<file path="config.mk">
export PLATFORM = sky130hd
export DESIGN_NAME = buf_stream_top
export DESIGN_NICKNAME = d
export VERILOG_FILES = /design/src/logic/buf_pkg.sv /design/src/logic/buf_stream_top.sv /design/src/logic/dst_ctrl.sv /design/src/logic/lite_regs.sv /design/src/logic/buf_arbiter.sv /design/src/logic/buf_ram.sv
export SDC_FILE = /design/constraint.sdc
export NUM_CORES = 1
export LEC_CHECK = 0
export ABC_CLOCK_PERIOD_IN_PS = 7300
export BUFFER_PORTS_ARGS = -buffer_cell sky130_fd_sc_hd__buf_2
export CORE_MARGIN = 10
export CORE_UTILIZATION = 53
export CTS_CLUSTER_SIZE = 20
export DETAILED_ROUTE_END_ITERATION = 10
export GPL_TIMING_DRIVEN = 0
export PLACE_DENSITY = 0.74
export REMOVE_ABC_BUFFERS = 1
export SYNTH_ARGS = -nofsm -noshare
export SYNTH_HDL_FRONTEND = slang
export SYNTH_HIERARCHICAL = 1
export SYNTH_SLANG_ARGS = --single-unit
</file>
<file path="constraint.sdc">
create_clock -name clk -period 7.3 [get_ports clk]
set_clock_uncertainty 0.1 [all_clocks]
set_input_delay 0.365 -clock clk [delete_from_list [all_inputs] [get_ports clk]]
set_output_delay 0.365 -clock clk [all_outputs]
set_load 0.01 [all_outputs]
</file>
<file path="src/logic/buf_pkg.sv">
package buf_pkg;

    // widths
    localparam int WORD_W      = 32;
    localparam int ADDR_W      = 5;
    localparam int LITE_ADDR_W = 8;

    typedef logic [WORD_W-1:0]      word_t;       // buffer and bus data word
    typedef logic [ADDR_W-1:0]      addr_t;       // buffer entry index
    typedef logic [LITE_ADDR_W-1:0] lite_addr_t;  // axi-lite byte address
    typedef logic [1:0]             resp_t;       // axi response code

    // buffer size
    localparam int BUF_DEPTH = 32;

    // register map in byte offsets
    localparam lite_addr_t REG_CTRL     = 8'h00;
    localparam lite_addr_t REG_LEN      = 8'h04;
    localparam lite_addr_t REG_STATUS   = 8'h08;
    localparam lite_addr_t REG_BUF_BASE = 8'h80;  // entry i at base + 4*i

    // ctrl bits
    localparam int CTRL_ENABLE_BIT = 0;  // level
    localparam int CTRL_GO_BIT     = 1;  // self-clearing pulse

    // status bits
    localparam int STATUS_BUSY_BIT = 0;
    localparam int STATUS_DONE_BIT = 1;  // sticky until next go

    // axi responses
    localparam resp_t RESP_OKAY   = 2'b00;
    localparam resp_t RESP_SLVERR = 2'b10;

    // true for a word-aligned address inside the buffer window
    function automatic logic in_window(input lite_addr_t a);
        return (a >= REG_BUF_BASE) && (a[1:0] == 2'b00);
    endfunction

    // entry index of a buffer window address
    function automatic addr_t window_index(input lite_addr_t a);
        return a[ADDR_W+1:2];
    endfunction

endpackage
</file>
<file path="src/logic/buf_stream_top.sv">
module buf_stream_top (
    input  logic                clk,
    input  logic                rst_n,

    input  buf_pkg::lite_addr_t awaddr,
    input  logic                awvalid,
    output logic                awready,
    input  buf_pkg::word_t      wdata,
    input  logic [3:0]          wstrb,
    input  logic                wvalid,
    output logic                wready,
    output buf_pkg::resp_t      bresp,
    output logic                bvalid,
    input  logic                bready,
    input  buf_pkg::lite_addr_t araddr,
    input  logic                arvalid,
    output logic                arready,
    output buf_pkg::word_t      rdata,
    output buf_pkg::resp_t      rresp,
    output logic                rvalid,
    input  logic                rready,

    output logic                dst_valid,
    output logic                dst_last,
    output buf_pkg::word_t      dst_data,
    input  logic                dst_ready
);

    import buf_pkg::*;

    // host port
    logic  host_req;
    logic  host_we;
    addr_t host_addr;
    word_t host_wdata;
    logic  host_ack;
    word_t host_rdata;

    // stream port
    logic  stream_v;
    addr_t stream_a;
    word_t stream_rdata;

    // ram port
    logic  mem_en;
    logic  mem_we;
    addr_t mem_addr;
    word_t mem_wdata;
    word_t mem_rdata;

    // control
    logic  run;
    logic  stream_go;
    addr_t last_addr;
    logic  stream_busy;
    logic  stream_done;

    lite_regs u_regs (.*);

    buf_arbiter u_arb (.*);

    buf_ram u_ram (.*);

    dst_ctrl u_dst (.*);

endmodule

</file>
<file path="src/logic/dst_ctrl.sv">
module dst_ctrl (
    input  logic           clk,
    input  logic           run,
    input  logic           stream_go,
    input  logic           dst_ready,
    input  buf_pkg::addr_t last_addr,
    input  buf_pkg::word_t stream_rdata,

    output logic           stream_v,
    output buf_pkg::addr_t stream_a,
    output logic           dst_valid,
    output logic           dst_last,
    output buf_pkg::word_t dst_data,
    output logic           stream_busy,
    output logic           stream_done
);

    import buf_pkg::*;

    logic  go_pend;        // go seen, waiting for ready
    logic  start_check;    // start qualified by ready
    logic  stream_active;  // reads in flight
    addr_t addr;           // next entry to read
    logic  at_last;

    assign at_last = (addr == last_addr);

    // go is a single pulse and may land while ready is low
    always_ff @(posedge clk) begin
        if (!run) begin
            go_pend <= 1'b0;
        end else if (stream_go) begin
            go_pend <= 1'b1;
        end else if (dst_ready) begin
            go_pend <= 1'b0;
        end
    end

    always_ff @(posedge clk) begin
        if (!run) begin
            start_check <= 1'b0;
        end else if (dst_ready) begin
            start_check <= go_pend;
        end
    end

    always_ff @(posedge clk) begin
        if (!run) begin
            stream_active <= 1'b0;
        end else if (dst_ready) begin
            if (start_check) begin
                stream_active <= 1'b1;
            end else if (stream_active && at_last) begin
                stream_active <= 1'b0;  // last read issued
            end
        end
    end

    // address counter from 0 up to last_addr
    always_ff @(posedge clk) begin
        if (!run) begin
            addr <= '0;
        end else if (dst_ready) begin
            if (start_check) begin
                addr <= '0;
            end else if (stream_active && !at_last) begin
                addr <= addr + 1'b1;
            end
        end
    end

    assign stream_v = stream_active & dst_ready;
    assign stream_a = addr;

    // beat flags trail the read by one ready cycle
    always_ff @(posedge clk) begin
        if (!run) begin
            dst_valid <= 1'b0;
            dst_last  <= 1'b0;
        end else if (dst_ready) begin
            dst_valid <= stream_active;
            dst_last  <= stream_active & at_last;
        end
    end

    assign dst_data    = stream_rdata;  // held by the arbiter across stalls
    assign stream_busy = go_pend | start_check | stream_active | dst_valid;
    assign stream_done = dst_valid & dst_last & dst_ready;

    a_addr_in_range: assert property (
        @(posedge clk) disable iff (!run)
        stream_v |-> stream_a <= last_addr
    );

endmodule

</file>
<file path="src/logic/lite_regs.sv">
module lite_regs (
    input  logic               clk,
    input  logic               rst_n,

    input  buf_pkg::lite_addr_t awaddr,
    input  logic               awvalid,
    output logic               awready,
    input  buf_pkg::word_t     wdata,
    input  logic [3:0]         wstrb,    // full-word writes only
    input  logic               wvalid,
    output logic               wready,
    output buf_pkg::resp_t     bresp,
    output logic               bvalid,
    input  logic               bready,
    input  buf_pkg::lite_addr_t araddr,
    input  logic               arvalid,
    output logic               arready,
    output buf_pkg::word_t     rdata,
    output buf_pkg::resp_t     rresp,
    output logic               rvalid,
    input  logic               rready,

    output logic               host_req,
    output logic               host_we,
    output buf_pkg::addr_t     host_addr,
    output buf_pkg::word_t     host_wdata,
    input  logic               host_ack,
    input  buf_pkg::word_t     host_rdata,

    output logic               run,
    output logic               stream_go,
    output buf_pkg::addr_t     last_addr,
    input  logic               stream_busy,
    input  logic               stream_done
);

    import buf_pkg::*;

    typedef enum logic [1:0] {
        S_IDLE,
        S_MEM_WAIT,
        S_WRITE_RESP,
        S_READ_RESP
    } state_t;

    state_t state;
    logic   ctrl_en;    // ctrl enable level
    logic   go_q;       // one-cycle go pulse
    addr_t  len_q;      // stream length minus one
    logic   done_q;     // sticky done
    logic   wr_accept;
    logic   rd_accept;
    logic   wr_err;
    logic   rd_err;
    word_t  rd_word;    // register read value

    // aw and w taken together and writes go before reads
    assign wr_accept = (state == S_IDLE) & awvalid & wvalid;
    assign rd_accept = (state == S_IDLE) & arvalid & ~(awvalid & wvalid);
    assign awready   = wr_accept;
    assign wready    = wr_accept;
    assign arready   = rd_accept;
    assign bvalid    = (state == S_WRITE_RESP);
    assign rvalid    = (state == S_READ_RESP);

    assign wr_err = !in_window(awaddr)
                  && !(awaddr inside {REG_CTRL, REG_LEN, REG_STATUS});

    always_comb begin
        rd_word = '0;
        rd_err  = 1'b0;
        if (!in_window(araddr)) begin
            case (araddr)
                REG_CTRL:   rd_word[CTRL_ENABLE_BIT] = ctrl_en;  // go reads 0
                REG_LEN:    rd_word[ADDR_W-1:0] = len_q;
                REG_STATUS: begin
                    rd_word[STATUS_BUSY_BIT] = stream_busy;
                    rd_word[STATUS_DONE_BIT] = done_q;
                end
                default:    rd_err = 1'b1;
            endcase
        end
    end

    always_ff @(posedge clk) begin
        if (!rst_n) begin
            state    <= S_IDLE;
            ctrl_en  <= 1'b0;
            go_q     <= 1'b0;
            len_q    <= '0;
            done_q   <= 1'b0;
            host_req <= 1'b0;
        end else begin
            go_q <= 1'b0;
            if (stream_done) begin
                done_q <= 1'b1;
            end
            case (state)
                S_IDLE: begin
                    if (wr_accept) begin
                        if (in_window(awaddr)) begin
                            host_req <= 1'b1;
                            state    <= S_MEM_WAIT;
                        end else begin
                            state <= S_WRITE_RESP;
                            if (awaddr == REG_CTRL) begin
                                ctrl_en <= wdata[CTRL_ENABLE_BIT];
                                go_q    <= wdata[CTRL_GO_BIT];
                                if (wdata[CTRL_GO_BIT]) begin
                                    done_q <= 1'b0;  // new stream, clear done
                                end
                            end else if (awaddr == REG_LEN) begin
                                len_q <= wdata[ADDR_W-1:0];
                            end
                        end
                    end else if (rd_accept) begin
                        if (in_window(araddr)) begin
                            host_req <= 1'b1;
                            state    <= S_MEM_WAIT;
                        end else begin
                            state <= S_READ_RESP;
                        end
                    end
                end
                S_MEM_WAIT: begin
                    if (host_ack) begin
                        host_req <= 1'b0;
                        state    <= host_we ? S_WRITE_RESP : S_READ_RESP;
                    end
                end
                S_WRITE_RESP: if (bready) state <= S_IDLE;
                S_READ_RESP:  if (rready) state <= S_IDLE;
                default:      state <= S_IDLE;
            endcase
        end
    end

    // request and response payload
    always_ff @(posedge clk) begin
        if (wr_accept) begin
            host_we    <= 1'b1;
            host_addr  <= window_index(awaddr);
            host_wdata <= wdata;
            bresp      <= wr_err ? RESP_SLVERR : RESP_OKAY;
        end else if (rd_accept) begin
            host_we   <= 1'b0;
            host_addr <= window_index(araddr);
            rdata     <= rd_word;  // zero on error
            rresp     <= rd_err ? RESP_SLVERR : RESP_OKAY;
        end else if (state == S_MEM_WAIT && host_ack && !host_we) begin
            rdata <= host_rdata;
        end
    end

    assign run       = ctrl_en;
    assign stream_go = go_q;
    assign last_addr = len_q;

    a_bvalid_hold: assert property (
        @(posedge clk) disable iff (!rst_n)
        bvalid && !bready |=> bvalid && $stable(bresp)
    );

    a_rvalid_hold: assert property (
        @(posedge clk) disable iff (!rst_n)
        rvalid && !rready |=> rvalid && $stable(rdata) && $stable(rresp)
    );

endmodule

</file>
<file path="src/logic/buf_arbiter.sv">
module buf_arbiter (
    input  logic           clk,
    input  logic           rst_n,

    input  logic           stream_v,
    input  buf_pkg::addr_t stream_a,
    output buf_pkg::word_t stream_rdata,

    input  logic           host_req,
    input  logic           host_we,
    input  buf_pkg::addr_t host_addr,
    input  buf_pkg::word_t host_wdata,
    output logic           host_ack,
    output buf_pkg::word_t host_rdata,

    output logic           mem_en,
    output logic           mem_we,
    output buf_pkg::addr_t mem_addr,
    output buf_pkg::word_t mem_wdata,
    input  buf_pkg::word_t mem_rdata
);

    import buf_pkg::*;

    logic  host_grant;      // host owns the port this cycle
    logic  grant_stream_q;  // previous cycle went to the stream
    logic  grant_host_q;    // previous cycle went to the host
    word_t stream_hold;     // last word returned to the stream

    // stream always wins and the host waits for a free cycle
    // and is not regranted while its ack is out
    assign host_grant = host_req & ~stream_v & ~grant_host_q;

    assign mem_en    = stream_v | host_grant;
    assign mem_we    = host_grant & host_we;
    assign mem_addr  = stream_v ? stream_a : host_addr;
    assign mem_wdata = host_wdata;

    always_ff @(posedge clk) begin
        if (!rst_n) begin
            grant_stream_q <= 1'b0;
            grant_host_q   <= 1'b0;
        end else begin
            grant_stream_q <= stream_v;
            grant_host_q   <= host_grant;
        end
    end

    // capture ram output only when it belongs to the stream
    always_ff @(posedge clk) begin
        if (grant_stream_q) begin
            stream_hold <= mem_rdata;
        end
    end

    assign stream_rdata = grant_stream_q ? mem_rdata : stream_hold;

    assign host_ack   = grant_host_q;
    assign host_rdata = grant_host_q ? mem_rdata : '0;

    // host data coming back from the ram leaves the stream word alone
    a_host_keeps_stream: assert property (
        @(posedge clk) disable iff (!rst_n)
        host_ack |-> $stable(stream_rdata)
    );

    // the slave holds its request until the ack
    a_ack_needs_req: assert property (
        @(posedge clk) disable iff (!rst_n)
        host_ack |-> host_req
    );

endmodule

</file>
<file path="src/logic/buf_ram.sv">
module buf_ram (
    input  logic           clk,
    input  logic           mem_en,
    input  logic           mem_we,
    input  buf_pkg::addr_t mem_addr,
    input  buf_pkg::word_t mem_wdata,
    output buf_pkg::word_t mem_rdata
);

    import buf_pkg::*;

    word_t mem [BUF_DEPTH];  // one word per buffer entry

    // single port with read data registered one cycle after request
    always_ff @(posedge clk) begin
        if (mem_en) begin
            if (mem_we) begin
                mem[mem_addr] <= mem_wdata;
            end else begin
                mem_rdata <= mem[mem_addr];  // holds while idle
            end
        end
    end

endmodule

</file>
==> results.toml, run 1 <==
[detailed_routing]
drc = 0
antenna_left = 0
drt_iter0_markers = 3047
vias_per_cell = 6.23
wl_per_cell_um = 28.7
num_vias = 24747
dr.pass1.iters = 6
routed_wl_um = 114000

[global_routing]
grt_pass1_wl_um = 164000
overflow = 0
grt_use_total = 0.226
grt_pass1_vias = 24848
grt_max_degree = 96
antenna_found_initial = 2

[synth]
synthAdderAreaFrac = 0.000273
ys.flop_type = "edfxtp_1"
ys_seq_elements = 1183
async_reset_ff_frac = 0
synth_top_cell_area_share = 0.738
synth_edf_count = 1127
syn_area_um2 = 45900
synth-simple-area-share = 0.0374
yosys_warnings = 6
seq_area_frac_synth = 0.762
synth_top_family_by_area = "multiplexers"
synth_cell_types = 58
syn_inst = 2570
synth_top_area_cell = "edfxtp_1"
synthTopCellsByArea = "edfxtp_1 (74%), mux2i_1 (11%), o22ai_1 (3.5%)"
avgSynthCellArea_um2 = 17.8
synth_compound_area_frac = 0.0419
muxShareOfSynthArea = 0.127
synth_xor_area_frac = 0.000955

[clock_tree]
clock_sinks = 1183
cts-root-buf = "clkbuf_16"
clockBufferDepth = 3
cts.reportedPaths.clkPinSlew_ps = 60
clk_latency_ps = 670
cts_tree = "yes"
post_cts.repair.setup_buffers = 0
numCtsBuffers = 111
h-tree-depth = 3

[critical_path]
worstPathMaxFanout = 95
cp-end-kind = "flip-flop"
reg2reg_slack_ps = 2190
cp.required_ps = 7560
crit_type = "flip-flop to flip-flop"
arrival_ps = 5370
start_kind = "flip-flop"
max_stage_delay_ps = 1140
path_cells = "nand2_1, inv_1, mux2_8, buf_16, nand4_1, nor3_2, buf_6, buf_6"
cpMaxStageDelayCell = "nor3_2"
crit_top_cell = "buf_6"

[final_layout]
num_antenna_cells = 0
layout-drive-gt1-share = 0.164
nets = 2798
syn2layout_area_growth_pct = 15.0
final_util = 0.616
final_cells = 3971

[die]
core-area_um2 = 85500
die_w_um = 314
die_area_um2 = 98700
ios = 135
initial_utilization = 0.536
num_rows = 107
die_h_um = 314

[timing]
maxSlewHeadroom = 0.256
fmax_ghz = 0.196
min_period_ps = 5110
tns_ps = 0
rsz0062_at_grt = "false"
setup_violations = 0
hold_violations = 0
slew_violations = 0
finalCritPeriodShare = 0.700
worst_slew_pin_slew_ps = 1110

[power]
p_sw_uw = 3410
p_sw_frac = 0.230
pwr-share-seq = 0.521
p_leak_uw = 0.0185
power_density_nw_per_um2 = 282
vdd_drop_max_mv = 0.200
power_frac_comb = 0.099
p_int_uw = 11400
power_frac_clock = 0.379

[outcome]
outcome = "complete, no violations"

[place]
hpwl_um = 67300
portBuffers = 128
placed_cells = 3717
gp_congestion = 0.785

[run]
drv_cap = 0

[worst_hold_path]
hold_class = "primary input to flip-flop"
-- synth_stat cells, drive strengths merged, types with 11 or more instances --
library cell and number:
mux2i 522, o22ai 257, a21oi 11, edfxtp 1127, nor2 41, and2 64
nor2b 14, nand2 51, nor4 66, mux2 42, buf 181, clkbuf 30
dfxtp 56
-- cell type report --
| cell class | count | area [um2] |
|---|---|---|
| clock buffer | 145 | 3020 |
| clock inverter | 58 | 547 |
| fill | 5738 | 32800 |
| inverter | 8 | 30.0 |
| multi-input combinational | 1168 | 9880 |
| sequential | 1183 | 35000 |
| tap | 1144 | 1430 |
| timing repair buffer | 265 | 2860 |
-- worst paths after layout --
path                    startpoint                     to  cells after the start
min reg2reg  u_arb/stream_hold[31]  u_arb/stream_hold[31]                      1
min                      dst_ready        u_dst/dst_valid                      3
max            u_dst/stream_active      u_ram/mem[27][31]                      8
max reg2reg    u_dst/stream_active      u_ram/mem[27][31]                      8
-- routing by layer --
layer  share of wire  track usage  vias to the layer above  wire length, um
li1                -            -                    10493                -
met1            0.39        0.308                    12466            44700
met2            0.45        0.344                     1486            51500
met3            0.11       0.0540                      302            13100
met4           0.041       0.0996                        0             4630
met5               0            0                        -                0
-- state kept, by name (all words and copies together) (netlist names), 2 cells and up --
register,count
u_dst/stream_a,5
u_arb/stream_hold,32
u_ram/mem_rdata,32
u_regs/host_wdata,32
u_regs/state,2
u_regs/rdata,32
u_regs/host_addr,5
u_ram/mem,1024
u_regs/last_addr,5
-- stage by stage --
| stage | instance area [um2] | setup slack (ps) | hold slack, ps | power, uW |
|---|---|---|---|---|
| after floorplan | 44500 | -7710 | 318 | 9190 |
| after global placement | 46600 | -14560 | 336 | 9770 |
| after detailed placement | 48700 | 2190 | 329 | 9320 |
| after CTS | 52700 | 2310 | 23.0 | 14900 |
| after global routing | 52700 | 2040 | 66.8 | 15300 |
| final | 52700 | 2190 | 59.9 | 14900 |
-- power groups by stage --
stage	registers, uW	logic (uW)	clock network (uW)
3_3_place_gp	7890	1880	0
3_5_place_dp	7890	1430	0
6_report	7750	1480	5640
5_1_grt	7770	1550	5960
2_1_floorplan	7850	1340	0
4_1_cts	7750	1460	5710
-- critical path: cells and delay by family, from the launching register on --
family	cells	cell delay (ps)
AND/OR/NAND/NOR	3	2160
buffers and inverters	4	1290
multiplexers	1	690
flip-flops	1	480
-- cells by family (layout without fill, tap and decap cells) --
logic type / after synthesis / count (layout)
flops: 1183 / 1183
mux: 564 / 564
compound gates: 300 / 300
simple gates: 296 / 296
buf+inv: 220 / 476
xor+xnor: 5 / 5
fa+ha+maj: 1 / 1
other cells: 1 / 2
-- what timing repair did --
item                      4_1_cts  5_1_grt
hold buffers                   51        0
resized for setup               0        0
hold endpoints to repair       53        0
-- placed cells by master (no fill, tap or decap), types with 5 or more instances in the layout --
master and instances:
o22ai_1 254, buf_12 30, edfxtp_1 1127, dlygate4sd3_1 51
clkinv_2 16, o21ai_0 5, a21oi_1 11, clkbuf_16 115
nand2_1 51, nor2b_1 13, nor2_1 13, xor2_1 5
nand2b_1 6, clkbuf_1 27, buf_2 128, dfxtp_1 54
nand4bb_4 6, and2_1 63, clkinv_1 25, mux2_4 30
buf_16 26, nor2_4 28, buf_8 14, bufinv_16 10
mux2_2 11, inv_1 8, nor4_1 66, a21boi_0 7
mux2i_1 522, buf_6 16
Power figures use the tool's default switching activity.
==> run 2, diff against run 1 <==
--- a/config.mk
+++ b/config.mk
@@ -5,14 +5,15 @@
 export SDC_FILE = /design/constraint.sdc
 export NUM_CORES = 1
 export LEC_CHECK = 0
-export ABC_CLOCK_PERIOD_IN_PS = 7300
+export ABC_AREA = 1
+export ABC_CLOCK_PERIOD_IN_PS = 4900
 export BUFFER_PORTS_ARGS = -buffer_cell sky130_fd_sc_hd__buf_2
 export CORE_MARGIN = 10
 export CORE_UTILIZATION = 53
 export CTS_CLUSTER_SIZE = 20
 export DETAILED_ROUTE_END_ITERATION = 10
 export GPL_TIMING_DRIVEN = 0
-export PLACE_DENSITY = 0.74
+export PLACE_DENSITY = 0.73
 export REMOVE_ABC_BUFFERS = 1
 export SYNTH_ARGS = -nofsm -noshare
 export SYNTH_HDL_FRONTEND = slang
==> constraint.sdc (replaced) <==
create_clock -name clk -period 4.9 [get_ports clk]
set_clock_uncertainty 0.1 [all_clocks]
set_input_delay 0.245 -clock clk [delete_from_list [all_inputs] [get_ports clk]]
set_output_delay 0.245 -clock clk [all_outputs]
set_load 0.01 [all_outputs]
==> run 2 against run 1 <==
Compared with the run above:
- global-route usage up 1.1 points
- non-clock buffer count up 54
- synthesized cell count up 86%
- sequential cell count unchanged
- clock-buffer cell count up 2
- core utilization up 0.60 points
- clock power up 56%
- critical path depth up 5
==> results.toml, run 2 <==
[synth]
synth_common_cells = "nand2_1 (2871), edfxtp_1 (1127), nor2_1 (165)"
ys_seq_elements = 1183
syn_inst = 4783
synthTopCellsByArea = "edfxtp_1 (69%), nand2_1 (22%), dfxtp_1 (2.3%)"
seq_area_frac_synth = 0.709
yosys_warnings = 6
avgSynthCellArea_um2 = 10.3
syn_area_um2 = 49300
ys.flop_type = "edfxtp_1"
synth_cell_types = 37
synth_top_area_cell = "edfxtp_1"
synth.most_common_cell = "nand2_1"
synth_top_cell_area_share = 0.686
async_reset_ff_frac = 0
synth_edf_count = 1127

[place]
placed_cells = 5965
gp_congestion = 0.786
pre_cts_slack_ps = -659
portBuffers = 128
hpwl_um = 75100

[die]
initial_utilization = 0.536
num_rows = 111
die_h_um = 325
ios = 135
die_area_um2 = 106000
core-area_um2 = 92100
die_w_um = 325

[global_routing]
grt_max_degree = 150
overflow = 0
grt-busiest-layer = "met2"
grt_pass1_wl_um = 191000
grt_use_total = 0.237
use_met3 = 0.0424
antenna_found_initial = 4
use_met2 = 0.389
grt_pass1_vias = 31899
grt.met1_usage = 0.295

[final_layout]
final_util = 0.622
top_register = "u_ram/mem"
multiInputGateArea_um2 = 12600
mostFrequentLayoutCell = "nand2_1"
seq_area_um2 = 35000
final_cells = 6284
num_antenna_cells = 0
nets = 5003
layout-drive-gt1-share = 0.104
layout_common_cells = "nand2_1 (2869), edfxtp_1 (1127), inv_1 (151), nor2_1 (132), buf_2 (128)"
largest_reg_flops = 1024
fillCellCount = 6689
syn2layout_area_growth_pct = 16.2

[critical_path]
cp-end-kind = "flip-flop"
start_kind = "flip-flop"
arrival_ps = 4980
cp.required_ps = 5190
worstPathMaxFanout = 102
crit_type = "flip-flop to flip-flop"

[power]
power_density_nw_per_um2 = 452
p_leak_uw = 0.0240
vdd_drop_max_mv = 0.293

[clock_tree]
clk_latency_ps = 710
clockBufferDepth = 3
cts.reportedPaths.clkPinSlew_ps = 60
numCtsBuffers = 115
cts-root-buf = "clkbuf_16"
cts_tree = "yes"
clock_sinks = 1183
h-tree-depth = 3

[detailed_routing]
antenna_left = 0
vias_per_cell = 5.35
drc = 0
dr.pass1.iters = 6
routed_wl_um = 129000
num_vias = 33629
drt_iter0_markers = 3458
wl_per_cell_um = 20.5

[run]
drv_cap = 0

[timing]
finalCritPeriodShare = 0.957
setup_violations = 0
fmax_ghz = 0.213
min_period_ps = 4690
worst_slack_ps = 209
maxSlewHeadroom = 0.319
slew_violations = 0
worst_slew_pin_slew_ps = 1020
tns_ps = 0
hold_slack_ps = 68.9
rsz0062_at_grt = "false"
hold_violations = 0

[worst_hold_path]
hold_class = "primary input to flip-flop"

[outcome]
outcome = "complete, no violations"
run 2: changes by cell type in the layout (fill, tap and decap cells not counted), moves of 30 or more:
cell	change
mux2i_1	-522
and2_1	-63
o22ai_1	-254
nor2_1	+119
nor4_1	-65
nand2_1	+2818
inv_1	+143
mux2_4	-30
run 2: kinds of logic (layout without fill, tap and decap cells):
family | count (synthesis) | after routing | share of synthesized area
buf+inv | 438 | 695 | 0.0420
other cells | 1 | 2 | 0.0000760
fa+ha+maj | 1 | 1 | 0.000254
compound gates | 62 | 62 | 0.00885
simple gates | 3096 | 3096 | 0.240
flops | 1183 | 1183 | 0.709
xor+xnor | 2 | 2 | 0.000355
run 2: per-layer routing:
metal / wire length (um) / part of all wire / up-vias
met1: 47900 / 0.37 / 15663
met5: 0 / 0 / -
met3: 12600 / 0.098 / 449
li1: - / - / 15667
met4: 7170 / 0.056 / 0
met2: 61300 / 0.48 / 1850
run 2: metrics by stage:
| step | total power [uW] | instance area, um2 |
|---|---|---|
| floorplan | 15700 | 47900 |
| global placement | 16500 | 50100 |
| detailed placement | 17100 | 52400 |
| CTS | 25900 | 57300 |
| global route | 27000 | 57300 |
| finish | 25900 | 57300 |
run 2: layout make-up:
type | count | area share
tap | 1243 | 0.0271
clock inverter | 69 | 0.0124
clock buffer | 147 | 0.0530
timing repair buffer | 319 | 0.0658
inverter | 160 | 0.0108
sequential | 1183 | 0.610
multi-input combinational | 3163 | 0.221
run 2: worst paths after layout:
kind,slack [ps],cells after the start,startpoint,to
worst max-delay path,210,13,u_dst/stream_active,u_ram/mem[25][21]
worst min-delay path,70,7,awaddr[5],u_regs/run
worst max register to register,210,13,u_dst/stream_active,u_ram/mem[25][21]
worst min register to register,340,2,u_regs/stream_go,u_dst/go_pend
run 2: report_power, final:
group | internal [uW] | total, uW | switching, uW | leakage, uW
Clock | 4980 | 8780 | 3790 | 0.00182
Combinational | 1510 | 5140 | 3630 | 0.0116
Sequential | 11600 | 12000 | 377 | 0.0106
Total | 18100 | 25900 | 7800 | 0.0240
run 2: repair_timing:
item | in CTS | in global routing
resized for setup | 4 | 1
buffers inserted | 35 | 4
hold buffers | 64 | 0
setup endpoints to repair | 768 | 185
pin swaps | 21 | 3
endpoints found under the hold margin | 72 | 0
run 2: critical path, cell delays in order (launching register included):
cell	delay, ps
dfxtp_1	350
nand2_1	100
inv_1	290
inv_1	190
nand2_1	150
nand2_4	340
buf_12	340
buf_16	220
inv_8	430
buf_16	420
nand3_2	510
nor2_4	390
buf_12	170
buf_16	170
